File: src/mips_pkg.sv
//----------------------------------------------------------
// types and encodings for the five-stage integer core
// only the opcodes and functs listed here are decoded
//----------------------------------------------------------
package mips_pkg;

    typedef logic [31:0] word_t;
    typedef logic [4:0]  reg_addr_t;

    localparam int    NUM_REGS = 32;
    localparam word_t RESET_PC = 32'hbfc00000;

    // operand sources for the ID forwarding muxes
    localparam logic [1:0] FWD_REG = 2'd0;
    localparam logic [1:0] FWD_EX  = 2'd1;
    localparam logic [1:0] FWD_MEM = 2'd2;
    localparam logic [1:0] FWD_WB  = 2'd3;

    typedef enum logic [5:0] {
        OP_SPECIAL = 6'h00,
        OP_J       = 6'h02,
        OP_BEQ     = 6'h04,
        OP_BNE     = 6'h05,
        OP_ADDIU   = 6'h09,
        OP_ANDI    = 6'h0c,
        OP_ORI     = 6'h0d,
        OP_LUI     = 6'h0f,
        OP_LW      = 6'h23,
        OP_SW      = 6'h2b
    } opcode_e;

    typedef enum logic [5:0] {
        F_SLL  = 6'h00,
        F_SRL  = 6'h02,
        F_JR   = 6'h08,
        F_ADDU = 6'h21,
        F_SUBU = 6'h23,
        F_AND  = 6'h24,
        F_OR   = 6'h25,
        F_XOR  = 6'h26,
        F_SLT  = 6'h2a,
        F_SLTU = 6'h2b
    } funct_e;

    typedef enum logic [3:0] {
        ALU_ADD, ALU_SUB, ALU_AND, ALU_OR, ALU_XOR,
        ALU_SLT, ALU_SLTU, ALU_SLL, ALU_SRL, ALU_LUI
    } alu_op_e;

    // second ALU operand
    typedef enum logic [1:0] {
        B_REG  = 2'd0,
        B_SIMM = 2'd1,
        B_UIMM = 2'd2
    } b_src_e;

endpackage

File: src/wb_bus_if.sv
//----------------------------------------------------------
// write-back bus out of MEM/WB, one write per cycle at most
//----------------------------------------------------------
`timescale 1ns/100ps

interface wb_bus_if;
    import mips_pkg::*;

    logic      we;
    reg_addr_t waddr;
    word_t     wdata;
    // pc of the retiring instruction, for the trace only
    word_t     pc;

    modport source (output we, output waddr, output wdata, output pc);
    modport sink   (input we, input waddr, input wdata);
    modport snoop  (input we, input waddr, input wdata);

endinterface

File: src/reg_file.sv
//----------------------------------------------------------
// 2 read / 1 write register file, no reset on contents
// a read of the register written this cycle sees new data
//----------------------------------------------------------
`timescale 1ns/100ps

module reg_file (
    input  logic                clk,
    input  mips_pkg::reg_addr_t raddr_a,
    input  mips_pkg::reg_addr_t raddr_b,
    output mips_pkg::word_t     rdata_a,
    output mips_pkg::word_t     rdata_b,
    wb_bus_if.sink              wb
);
    import mips_pkg::*;

    word_t regs [NUM_REGS];

    always_ff @(posedge clk) begin
        if (wb.we && wb.waddr != '0) begin
            regs[wb.waddr] <= wb.wdata;
        end
    end

    // register 0 reads zero, then write-through, then array
    assign rdata_a = (raddr_a == '0) ? '0 :
                     (wb.we && wb.waddr == raddr_a) ? wb.wdata : regs[raddr_a];
    assign rdata_b = (raddr_b == '0) ? '0 :
                     (wb.we && wb.waddr == raddr_b) ? wb.wdata : regs[raddr_b];

endmodule

File: src/alu.sv
//----------------------------------------------------------
// combinational ALU, no flags and no overflow trap
//----------------------------------------------------------
`timescale 1ns/100ps

module alu (
    input  mips_pkg::alu_op_e op,
    input  mips_pkg::word_t   a,
    input  mips_pkg::word_t   b,
    input  logic [4:0]        shamt,
    output mips_pkg::word_t   result
);
    import mips_pkg::*;

    always_comb begin
        case (op)
            ALU_ADD:  result = a + b;
            ALU_SUB:  result = a - b;
            ALU_AND:  result = a & b;
            ALU_OR:   result = a | b;
            ALU_XOR:  result = a ^ b;
            ALU_SLT:  result = {31'b0, $signed(a) < $signed(b)};
            ALU_SLTU: result = {31'b0, a < b};
            // shifts act on rt, which arrives on b
            ALU_SLL:  result = b << shamt;
            ALU_SRL:  result = b >> shamt;
            ALU_LUI:  result = {b[15:0], 16'h0000};
            default:  result = '0;
        endcase
    end

endmodule

File: src/decoder.sv
//----------------------------------------------------------
// ID decode of the kept subset, unknown opcodes act as nop
// pc_delay is the address of the branch delay slot
//----------------------------------------------------------
`timescale 1ns/100ps

module decoder (
    input  mips_pkg::word_t     inst,
    input  mips_pkg::word_t     pc_delay,
    output mips_pkg::alu_op_e   alu_op,
    output mips_pkg::b_src_e    b_src,
    output mips_pkg::word_t     imm,
    output logic                reg_write,
    output mips_pkg::reg_addr_t dest,
    output logic                uses_rs,
    output logic                uses_rt,
    output logic                mem_read,
    output logic                mem_write,
    output logic                is_beq,
    output logic                is_bne,
    output logic                is_jump,
    output logic                is_jr,
    output mips_pkg::word_t     jump_target
);
    import mips_pkg::*;

    opcode_e opcode;
    funct_e  funct;
    logic    special;
    logic    shift;
    logic    writes;
    word_t   branch_off;

    assign opcode  = opcode_e'(inst[31:26]);
    assign funct   = funct_e'(inst[5:0]);
    assign special = (opcode == OP_SPECIAL);
    assign shift   = special && (funct == F_SLL || funct == F_SRL);

    always_comb begin
        alu_op = ALU_ADD;
        b_src  = B_SIMM;
        writes = 1'b0;
        case (opcode)
            OP_SPECIAL: begin
                b_src  = B_REG;
                writes = 1'b1;
                case (funct)
                    F_ADDU:  alu_op = ALU_ADD;
                    F_SUBU:  alu_op = ALU_SUB;
                    F_AND:   alu_op = ALU_AND;
                    F_OR:    alu_op = ALU_OR;
                    F_XOR:   alu_op = ALU_XOR;
                    F_SLT:   alu_op = ALU_SLT;
                    F_SLTU:  alu_op = ALU_SLTU;
                    F_SLL:   alu_op = ALU_SLL;
                    F_SRL:   alu_op = ALU_SRL;
                    // jr and anything unknown
                    default: writes = 1'b0;
                endcase
            end
            OP_ADDIU, OP_LW: writes = 1'b1;
            OP_ANDI: begin
                alu_op = ALU_AND;
                b_src  = B_UIMM;
                writes = 1'b1;
            end
            OP_ORI: begin
                alu_op = ALU_OR;
                b_src  = B_UIMM;
                writes = 1'b1;
            end
            OP_LUI: begin
                alu_op = ALU_LUI;
                b_src  = B_UIMM;
                writes = 1'b1;
            end
            default: writes = 1'b0;
        endcase
    end

    assign imm = (b_src == B_UIMM) ? {16'h0000, inst[15:0]} : {{16{inst[15]}}, inst[15:0]};

    assign is_beq    = (opcode == OP_BEQ);
    assign is_bne    = (opcode == OP_BNE);
    assign is_jump   = (opcode == OP_J);
    assign is_jr     = special && funct == F_JR;
    assign mem_read  = (opcode == OP_LW);
    assign mem_write = (opcode == OP_SW);

    assign uses_rs = (special && !shift) || opcode == OP_ADDIU || opcode == OP_ANDI ||
                     opcode == OP_ORI || mem_read || mem_write || is_beq || is_bne;
    assign uses_rt = (special && !is_jr) || mem_write || is_beq || is_bne;

    // rd for R-type, rt otherwise; writes to r0 are dropped here
    assign dest      = special ? inst[15:11] : inst[20:16];
    assign reg_write = writes && dest != '0;

    assign branch_off  = {{14{inst[15]}}, inst[15:0], 2'b00};
    assign jump_target = is_jump ? {pc_delay[31:28], inst[25:0], 2'b00}
                                 : pc_delay + branch_off;

endmodule

File: src/hazard_unit.sv
//----------------------------------------------------------
// forwarding selects and the one-cycle stall for ID
// a branch after a load waits in ID while the load is in EX and MEM
//----------------------------------------------------------
`timescale 1ns/100ps

module hazard_unit (
    input  mips_pkg::reg_addr_t rs,
    input  mips_pkg::reg_addr_t rt,
    input  logic                uses_rs,
    input  logic                uses_rt,
    input  logic                id_is_branch,
    input  mips_pkg::reg_addr_t ex_dest,
    input  logic                ex_reg_write,
    input  logic                ex_mem_read,
    input  mips_pkg::reg_addr_t mem_dest,
    input  logic                mem_reg_write,
    input  logic                mem_mem_read,
    wb_bus_if.snoop             wb,
    output logic [1:0]          fwd_a,
    output logic [1:0]          fwd_b,
    output logic                stall
);
    import mips_pkg::*;

    logic ex_hit_a, ex_hit_b;
    logic mem_hit_a, mem_hit_b;
    logic wb_hit_a, wb_hit_b;

    assign ex_hit_a  = uses_rs && ex_reg_write && ex_dest == rs;
    assign ex_hit_b  = uses_rt && ex_reg_write && ex_dest == rt;
    assign mem_hit_a = uses_rs && mem_reg_write && mem_dest == rs;
    assign mem_hit_b = uses_rt && mem_reg_write && mem_dest == rt;
    assign wb_hit_a  = uses_rs && wb.we && wb.waddr == rs;
    assign wb_hit_b  = uses_rt && wb.we && wb.waddr == rt;

    // youngest producer wins
    assign fwd_a = ex_hit_a ? FWD_EX : mem_hit_a ? FWD_MEM : wb_hit_a ? FWD_WB : FWD_REG;
    assign fwd_b = ex_hit_b ? FWD_EX : mem_hit_b ? FWD_MEM : wb_hit_b ? FWD_WB : FWD_REG;

    // branches compare in ID, so they only take ALU results from MEM
    assign stall = ((ex_hit_a || ex_hit_b) && (id_is_branch || ex_mem_read)) ||
                   ((mem_hit_a || mem_hit_b) && id_is_branch && mem_mem_read);

endmodule

File: src/fetch_unit.sv
//----------------------------------------------------------
// PC and IF/ID; the word arrives the cycle after its address
// a stall keeps the ID word in a holding register
//----------------------------------------------------------
`timescale 1ns/100ps

module fetch_unit (
    input  logic            clk,
    input  logic            resetn,
    input  logic            stall,
    input  logic            take_target,
    input  mips_pkg::word_t target,
    output mips_pkg::word_t inst_addr,
    input  mips_pkg::word_t inst_rdata,
    output mips_pkg::word_t id_inst,
    output mips_pkg::word_t id_pc,
    output mips_pkg::word_t pc_delay,
    output logic            id_valid
);
    import mips_pkg::*;

    word_t pc;
    word_t held_inst;
    logic  hold;

    assign inst_addr = pc;

    always_ff @(posedge clk) begin
        if (!resetn) begin
            pc <= RESET_PC;
        end else if (stall) begin
            pc <= pc;
        end else if (take_target) begin
            pc <= target;
        end else begin
            pc <= pc + 32'd4;
        end
    end

    always_ff @(posedge clk) begin
        if (!resetn) begin
            id_valid <= 1'b0;
            hold     <= 1'b0;
        end else begin
            id_valid <= 1'b1;
            hold     <= stall;
        end
    end

    // IF/ID payload
    always_ff @(posedge clk) begin
        if (!stall) begin
            id_pc <= pc;
        end
        if (!hold) begin
            held_inst <= inst_rdata;
        end
    end

    assign id_inst  = hold ? held_inst : inst_rdata;
    assign pc_delay = id_pc + 32'd4;

endmodule

File: src/cpu_top.sv
//----------------------------------------------------------
// five-stage core, branches resolve in ID with one delay slot
// both SRAMs return data one cycle after the address
//----------------------------------------------------------
`timescale 1ns/100ps

module cpu_top (
    input  logic                clk,
    input  logic                resetn,
    output mips_pkg::word_t     inst_sram_addr,
    input  mips_pkg::word_t     inst_sram_rdata,
    output logic                data_sram_we,
    output mips_pkg::word_t     data_sram_addr,
    output mips_pkg::word_t     data_sram_wdata,
    input  mips_pkg::word_t     data_sram_rdata,
    output mips_pkg::word_t     debug_wb_pc,
    output logic [3:0]          debug_wb_rf_wen,
    output mips_pkg::reg_addr_t debug_wb_rf_wnum,
    output mips_pkg::word_t     debug_wb_rf_wdata
);
    import mips_pkg::*;

    // ID
    word_t      id_inst, id_pc, pc_delay, dec_imm, dec_jump_target;
    logic       id_valid, dec_reg_write, dec_uses_rs, dec_uses_rt;
    logic       dec_mem_read, dec_mem_write, dec_is_beq, dec_is_bne, dec_is_jump, dec_is_jr;
    alu_op_e    dec_alu_op;
    b_src_e     dec_b_src;
    reg_addr_t  dec_dest;
    word_t      rf_rdata_a, rf_rdata_b, rs_val, rt_val;
    logic [1:0] fwd_a, fwd_b;
    logic       hz_stall, stall, take_target, ops_equal;
    // EX
    logic       ex_valid, ex_reg_write, ex_mem_read, ex_mem_write;
    word_t      ex_pc, ex_a, ex_b, ex_store_data, ex_mem_addr, alu_result;
    alu_op_e    ex_alu_op;
    logic [4:0] ex_shamt;
    reg_addr_t  ex_dest;
    // MEM and WB
    logic       mem_valid, mem_reg_write, mem_mem_read, wb_valid, wb_reg_write;
    word_t      mem_pc, mem_result, mem_fwd_data, wb_pc, wb_wdata;
    reg_addr_t  mem_dest, wb_dest;

    wb_bus_if wb_bus ();

    function automatic word_t fwd_pick(input logic [1:0] sel, input word_t from_rf,
                                       input word_t from_ex, input word_t from_mem,
                                       input word_t from_wb);
        case (sel)
            FWD_EX:  return from_ex;
            FWD_MEM: return from_mem;
            FWD_WB:  return from_wb;
            default: return from_rf;
        endcase
    endfunction

    //----------------------------------------------------------
    // IF and ID
    //----------------------------------------------------------
    fetch_unit i_fetch (
        .clk(clk), .resetn(resetn), .stall(stall), .take_target(take_target),
        .target(dec_is_jr ? rs_val : dec_jump_target),
        .inst_addr(inst_sram_addr), .inst_rdata(inst_sram_rdata),
        .id_inst(id_inst), .id_pc(id_pc), .pc_delay(pc_delay), .id_valid(id_valid)
    );

    decoder i_decoder (
        .inst(id_inst), .pc_delay(pc_delay), .alu_op(dec_alu_op), .b_src(dec_b_src),
        .imm(dec_imm), .reg_write(dec_reg_write), .dest(dec_dest),
        .uses_rs(dec_uses_rs), .uses_rt(dec_uses_rt), .mem_read(dec_mem_read),
        .mem_write(dec_mem_write), .is_beq(dec_is_beq), .is_bne(dec_is_bne),
        .is_jump(dec_is_jump), .is_jr(dec_is_jr), .jump_target(dec_jump_target)
    );

    reg_file i_reg_file (
        .clk(clk), .raddr_a(id_inst[25:21]), .raddr_b(id_inst[20:16]),
        .rdata_a(rf_rdata_a), .rdata_b(rf_rdata_b), .wb(wb_bus.sink)
    );

    hazard_unit i_hazard (
        .rs(id_inst[25:21]), .rt(id_inst[20:16]), .uses_rs(dec_uses_rs),
        .uses_rt(dec_uses_rt), .id_is_branch(dec_is_beq | dec_is_bne | dec_is_jr),
        .ex_dest(ex_dest), .ex_reg_write(ex_valid & ex_reg_write), .ex_mem_read(ex_mem_read),
        .mem_dest(mem_dest), .mem_reg_write(mem_valid & mem_reg_write),
        .mem_mem_read(mem_mem_read), .wb(wb_bus.snoop),
        .fwd_a(fwd_a), .fwd_b(fwd_b), .stall(hz_stall)
    );

    // loads in MEM forward the word straight from the data SRAM
    assign mem_fwd_data = mem_mem_read ? data_sram_rdata : mem_result;
    assign rs_val = fwd_pick(fwd_a, rf_rdata_a, alu_result, mem_fwd_data, wb_bus.wdata);
    assign rt_val = fwd_pick(fwd_b, rf_rdata_b, alu_result, mem_fwd_data, wb_bus.wdata);

    assign stall       = hz_stall & id_valid;
    assign ops_equal   = (rs_val == rt_val);
    assign take_target = id_valid & ((dec_is_beq & ops_equal) | (dec_is_bne & ~ops_equal) |
                                     dec_is_jump | dec_is_jr);

    //----------------------------------------------------------
    // ID/EX, EX/MEM, MEM/WB
    //----------------------------------------------------------
    always_ff @(posedge clk) begin
        if (!resetn) begin
            ex_valid  <= 1'b0;
            mem_valid <= 1'b0;
            wb_valid  <= 1'b0;
        end else begin
            // stall turns the ID/EX slot into a bubble
            ex_valid  <= id_valid & ~stall;
            mem_valid <= ex_valid;
            wb_valid  <= mem_valid;
        end
    end

    always_ff @(posedge clk) begin
        ex_pc         <= id_pc;
        ex_alu_op     <= dec_alu_op;
        ex_a          <= rs_val;
        ex_b          <= (dec_b_src == B_REG) ? rt_val : dec_imm;
        ex_shamt      <= id_inst[10:6];
        ex_store_data <= rt_val;
        ex_mem_addr   <= rs_val + dec_imm;
        ex_dest       <= dec_dest;
        ex_reg_write  <= dec_reg_write;
        ex_mem_read   <= dec_mem_read;
        ex_mem_write  <= dec_mem_write;

        mem_pc        <= ex_pc;
        mem_result    <= alu_result;
        mem_dest      <= ex_dest;
        mem_reg_write <= ex_reg_write;
        mem_mem_read  <= ex_mem_read;

        wb_pc         <= mem_pc;
        wb_wdata      <= mem_fwd_data;
        wb_dest       <= mem_dest;
        wb_reg_write  <= mem_reg_write;
    end

    alu i_alu (
        .op(ex_alu_op), .a(ex_a), .b(ex_b), .shamt(ex_shamt), .result(alu_result)
    );

    // data SRAM is addressed from ID/EX
    assign data_sram_we    = ex_valid & ex_mem_write;
    assign data_sram_addr  = ex_mem_addr;
    assign data_sram_wdata = ex_store_data;

    // write-back bus and trace
    assign wb_bus.we    = wb_valid & wb_reg_write;
    assign wb_bus.waddr = wb_dest;
    assign wb_bus.wdata = wb_wdata;
    assign wb_bus.pc    = wb_pc;

    assign debug_wb_pc       = wb_bus.pc;
    assign debug_wb_rf_wen   = {4{wb_bus.we}};
    assign debug_wb_rf_wnum  = wb_bus.waddr;
    assign debug_wb_rf_wdata = wb_bus.wdata;

endmodule

File: config.mk
export PLATFORM = sky130hd
export DESIGN_NAME = cpu_top
export DESIGN_NICKNAME = d
export VERILOG_FILES = /design/src/mips_pkg.sv /design/src/wb_bus_if.sv /design/src/reg_file.sv /design/src/alu.sv /design/src/decoder.sv /design/src/hazard_unit.sv /design/src/fetch_unit.sv /design/src/cpu_top.sv
export SDC_FILE = /design/constraint.sdc
export NUM_CORES = 2
export LEC_CHECK = 0
export ABC_AREA = 1
export ABC_CLOCK_PERIOD_IN_PS = 4960
export BUFFER_PORTS_ARGS = -buffer_cell sky130_fd_sc_hd__buf_2
export CAP_MARGIN = 30
export CORE_MARGIN = 1
export CORE_UTILIZATION = 40
export CTS_CLUSTER_DIAMETER = 80
export DETAILED_ROUTE_END_ITERATION = 8
export RECOVER_POWER = 100
export SKIP_CTS_REPAIR_TIMING = 1
export SYNTH_ARGS = -nofsm -noshare
export SYNTH_HDL_FRONTEND = slang
export SYNTH_SLANG_ARGS = --single-unit
File: constraint.sdc
create_clock -name clk -period 4.96 [get_ports clk]
set_input_delay 0.496 -clock clk [delete_from_list [all_inputs] [get_ports clk]]
set_output_delay 0.496 -clock clk [all_outputs]
set_load 0.01 [all_outputs]
==> flow_metrics.tcl <==
set metrics [dict create \
    hold_start "data_sram_rdata[23]" \
    routed_wirelength_um 391000 \
    finalHoldViolCount 0 \
    coreArea_sq_um 200000 \
    cp-start-kind "flop" \
    firstDrtPassIters 6 \
    r2r_end "data_sram_addr[31]" \
    drive_gt1_share_pct 16.9 \
    netlist_area_sq_um 80900 \
    slew_violations 108 \
    r2r-start "i_fetch.hold" \
    clockBufferDepth 3 \
    start_util_pct 40.4 \
    min_period_ns 4.88 \
    insertion_delay_ns 0.85 \
    finalSetupViolations 0 \
    critical_path_class "flop to flop" \
    clk_pin_slew_ns 0.06 \
    yosys_warnings 0 \
    fin_util_pct 49.6 \
    die_y_um 452 \
    critPathRequiredTime_ns 5.74 \
    slowest_delay_ns 0.38 \
    cp_common_cell "nand2_1" \
    hp-class "input port to flop" \
    status "finished with violations" \
    r2r_cells 30 \
    port_buffers 235 \
    yosysSeqAreaShare_pct 48.7 \
    dp_cells 13800 \
    instances_no_fill 14200 \
    numCtsBuffers 167 \
    grt_usage_pct 37.0 \
    violations "capacitance limit, slew limit" \
    die-area_sq_um 204000 \
    vdd_drop_max_uv 309 \
    syn_to_final_growth_pct 22.8 \
    cts-root-buf "clkbuf_16" \
    rrSetupSlack_ns 0.08 \
    p_leak_nw 43.9 \
    postSynthAreaPerCell_sq_um 7.78 \
    netlist_instances 10400 \
    drcViolationCount 0 \
    htree_levels 4 \
    dp_hpwl_um 272000 \
    async_flop_share_pct 0 \
    min_period_over_period_pct 98.5 \
    p_per_area_nw_per_um2 350 \
    maxSlewHeadroom_pct -14.3 \
    wl_per_cell_um 27.6 \
    power_w 0.0348 \
    rows 164 \
    cts_tree "built" \
    drtIter0Drc 11600 \
    crit_slowest_cell "ha_1" \
    crit_fanout 11 \
    tightest_slew_ns 1.72 \
    routed_via_density 5.87 \
    whs_ns 0.0278 \
    mostFrequentLayoutCell "nand2_1" \
    rsz0062_at_grt "true" \
    synth_cell_types 61 \
    worstHoldEndpoint "debug_wb_rf_wdata[23]" \
    hold_depth 3 \
    finalClockSkew_ns 0.0455 \
    antenna_found_initial 37 \
    most-common-layout-cells "nand2_1 (3302), nand3_1 (2169), edfxtp_1 (1056)" \
    place.gp.congestion 1.07 \
    grt_pass1_wl_um 547000 \
    antenna_left 0 \
    overflow 0 \
    nNetsFinal 11600 \
    cp-startpoint "i_fetch.hold" \
    vias 83200 \
    clock_sinks 1438 \
    setup_tns_ns 0 \
    synth_flop_cell "edfxtp_1" \
    synth_edf_count 1056 \
    ios 236 \
    fmax_mhz 205 \
    maxCapViolations 3 \
    ys_seq_elements 1438 \
    die_x_um 452 \
    arrival_ns 5.66 \
    worst_setup_path_end_kind "flop" \
    grt_max_degree 90 \
    grt_pass1_vias 77300 \
]
## metrics by stage
stage	setup WS (ns)	area [sq um]
floorplan	0.274	81000
global placement	-0.554	92400
detailed placement	-0.517	92400
CTS	-0.555	97800
global route	-0.0995	99300
finish	0.0757	99300
## how the worst max path moves through the flow
stage,endpoint,cells past startpoint
4_1_cts,data_sram_addr[30],38
3_3_place_gp,data_sram_addr[28],36
3_5_place_dp,data_sram_addr[30],37
2_1_floorplan,data_sram_addr[28],39
6_report,data_sram_addr[31],30
5_1_grt,data_sram_addr[31],32
## where the power goes
part,leakage (nW),total [W],switching [W],internal [W]
Sequential,12.7,0.0143,0.000235,0.0141
Clock,2.65,0.0123,0.00524,0.00707
Combinational,28.5,0.00817,0.00564,0.00253
Total,43.9,0.0348,0.0111,0.0237
## worst max-delay path, delay by kind of cell (launching register included)
family / cells / cell delay (ns)
adders and majority gates: 1 / 0.38
and+or+nand+nor: 16 / 1.80
xor gates and xnor gates: 1 / 0.18
buffers and inverters: 9 / 1.63
AOI/OAI and AO/OA: 3 / 0.46
DFF: 1 / 0.37
## cell usage after synthesis, drive strengths merged, types with 3 or more instances
master,instances,area [sq um]
nand2,3365,12800
nand3,2208,11100
edfxtp,1056,31700
inv,843,3160
nor2,505,1960
dfxtp,382,7650
buf,373,1900
o21ai,328,1650
a21oi,265,1340
clkbuf,235,882
o211ai,169,1270
ha,158,1980
nand4,118,738
xor2,72,631
nor3,67,335
or2,42,263
o22ai,38,238
xnor2,27,236
and2,16,100
a22oi,15,113
o21bai,14,105
nand3b,13,110
nor4,13,81.3
a31oi,10,62.6
o31ai,7,52.6
a21o,6,45.0
clkinv,6,22.5
a22o,5,43.8
a21boi,4,30.0
fa,4,80.1
o21a,4,30.0
a211oi,3,22.5
o41ai,3,26.3
## area by class of cell
class                   count  area (sq um)
multi-input cells        7530         36700
repair buffers           1386         11200
well taps                2656          3320
clock inverters            77           703
clock buffers             225          4700
flip-flops and latches   1438         39400
fillers                 19200        101000
inverters                 849          3220
diodes                     14          35.0
## registers in the layout (all words and copies together), names as in the netlist, 4 cells and up
register,cells
debug_wb_rf_wnum,5
ex_dest,5
ex_alu_op,4
debug_wb_rf_wdata,32
ex_a,32
i_reg_file.regs,1024
i_fetch.inst_addr,32
i_fetch.id_pc,32
mem_pc,32
debug_wb_pc,32
mem_result,32
ex_b,32
mem_dest,5
i_fetch.held_inst,32
data_sram_wdata,32
data_sram_addr,32
ex_pc,32
## metal layers
| layer | vias up | wire length, um | GRT usage, % | part of all wire [%] |
|---|---|---|---|---|
| li1 | 36900 | - | - | - |
| met1 | 39400 | 144000 | 45.7 | 37 |
| met2 | 5484 | 174000 | 57.6 | 45 |
| met3 | 1352 | 40500 | 7.40 | 10 |
| met4 | 10 | 32600 | 26.4 | 8.3 |
| met5 | - | 72 | 0 | 0.018 |
## logic make-up (layout without fill, tap and decap cells)
family	after synthesis	count (layout)	share of synthesized area, %
AOI/OAI and AO/OA	878	878	6.29
DFF	1438	1438	48.7
adders and majority gates	162	162	2.54
and+or+nand+nor	6353	6357	34.0
muxes	2	2	0.0248
other	1	46	0.00464
xor gates and xnor gates	99	99	1.07
buffers and inverters	1457	2537	7.38
(Power assumes the default switching activity.)
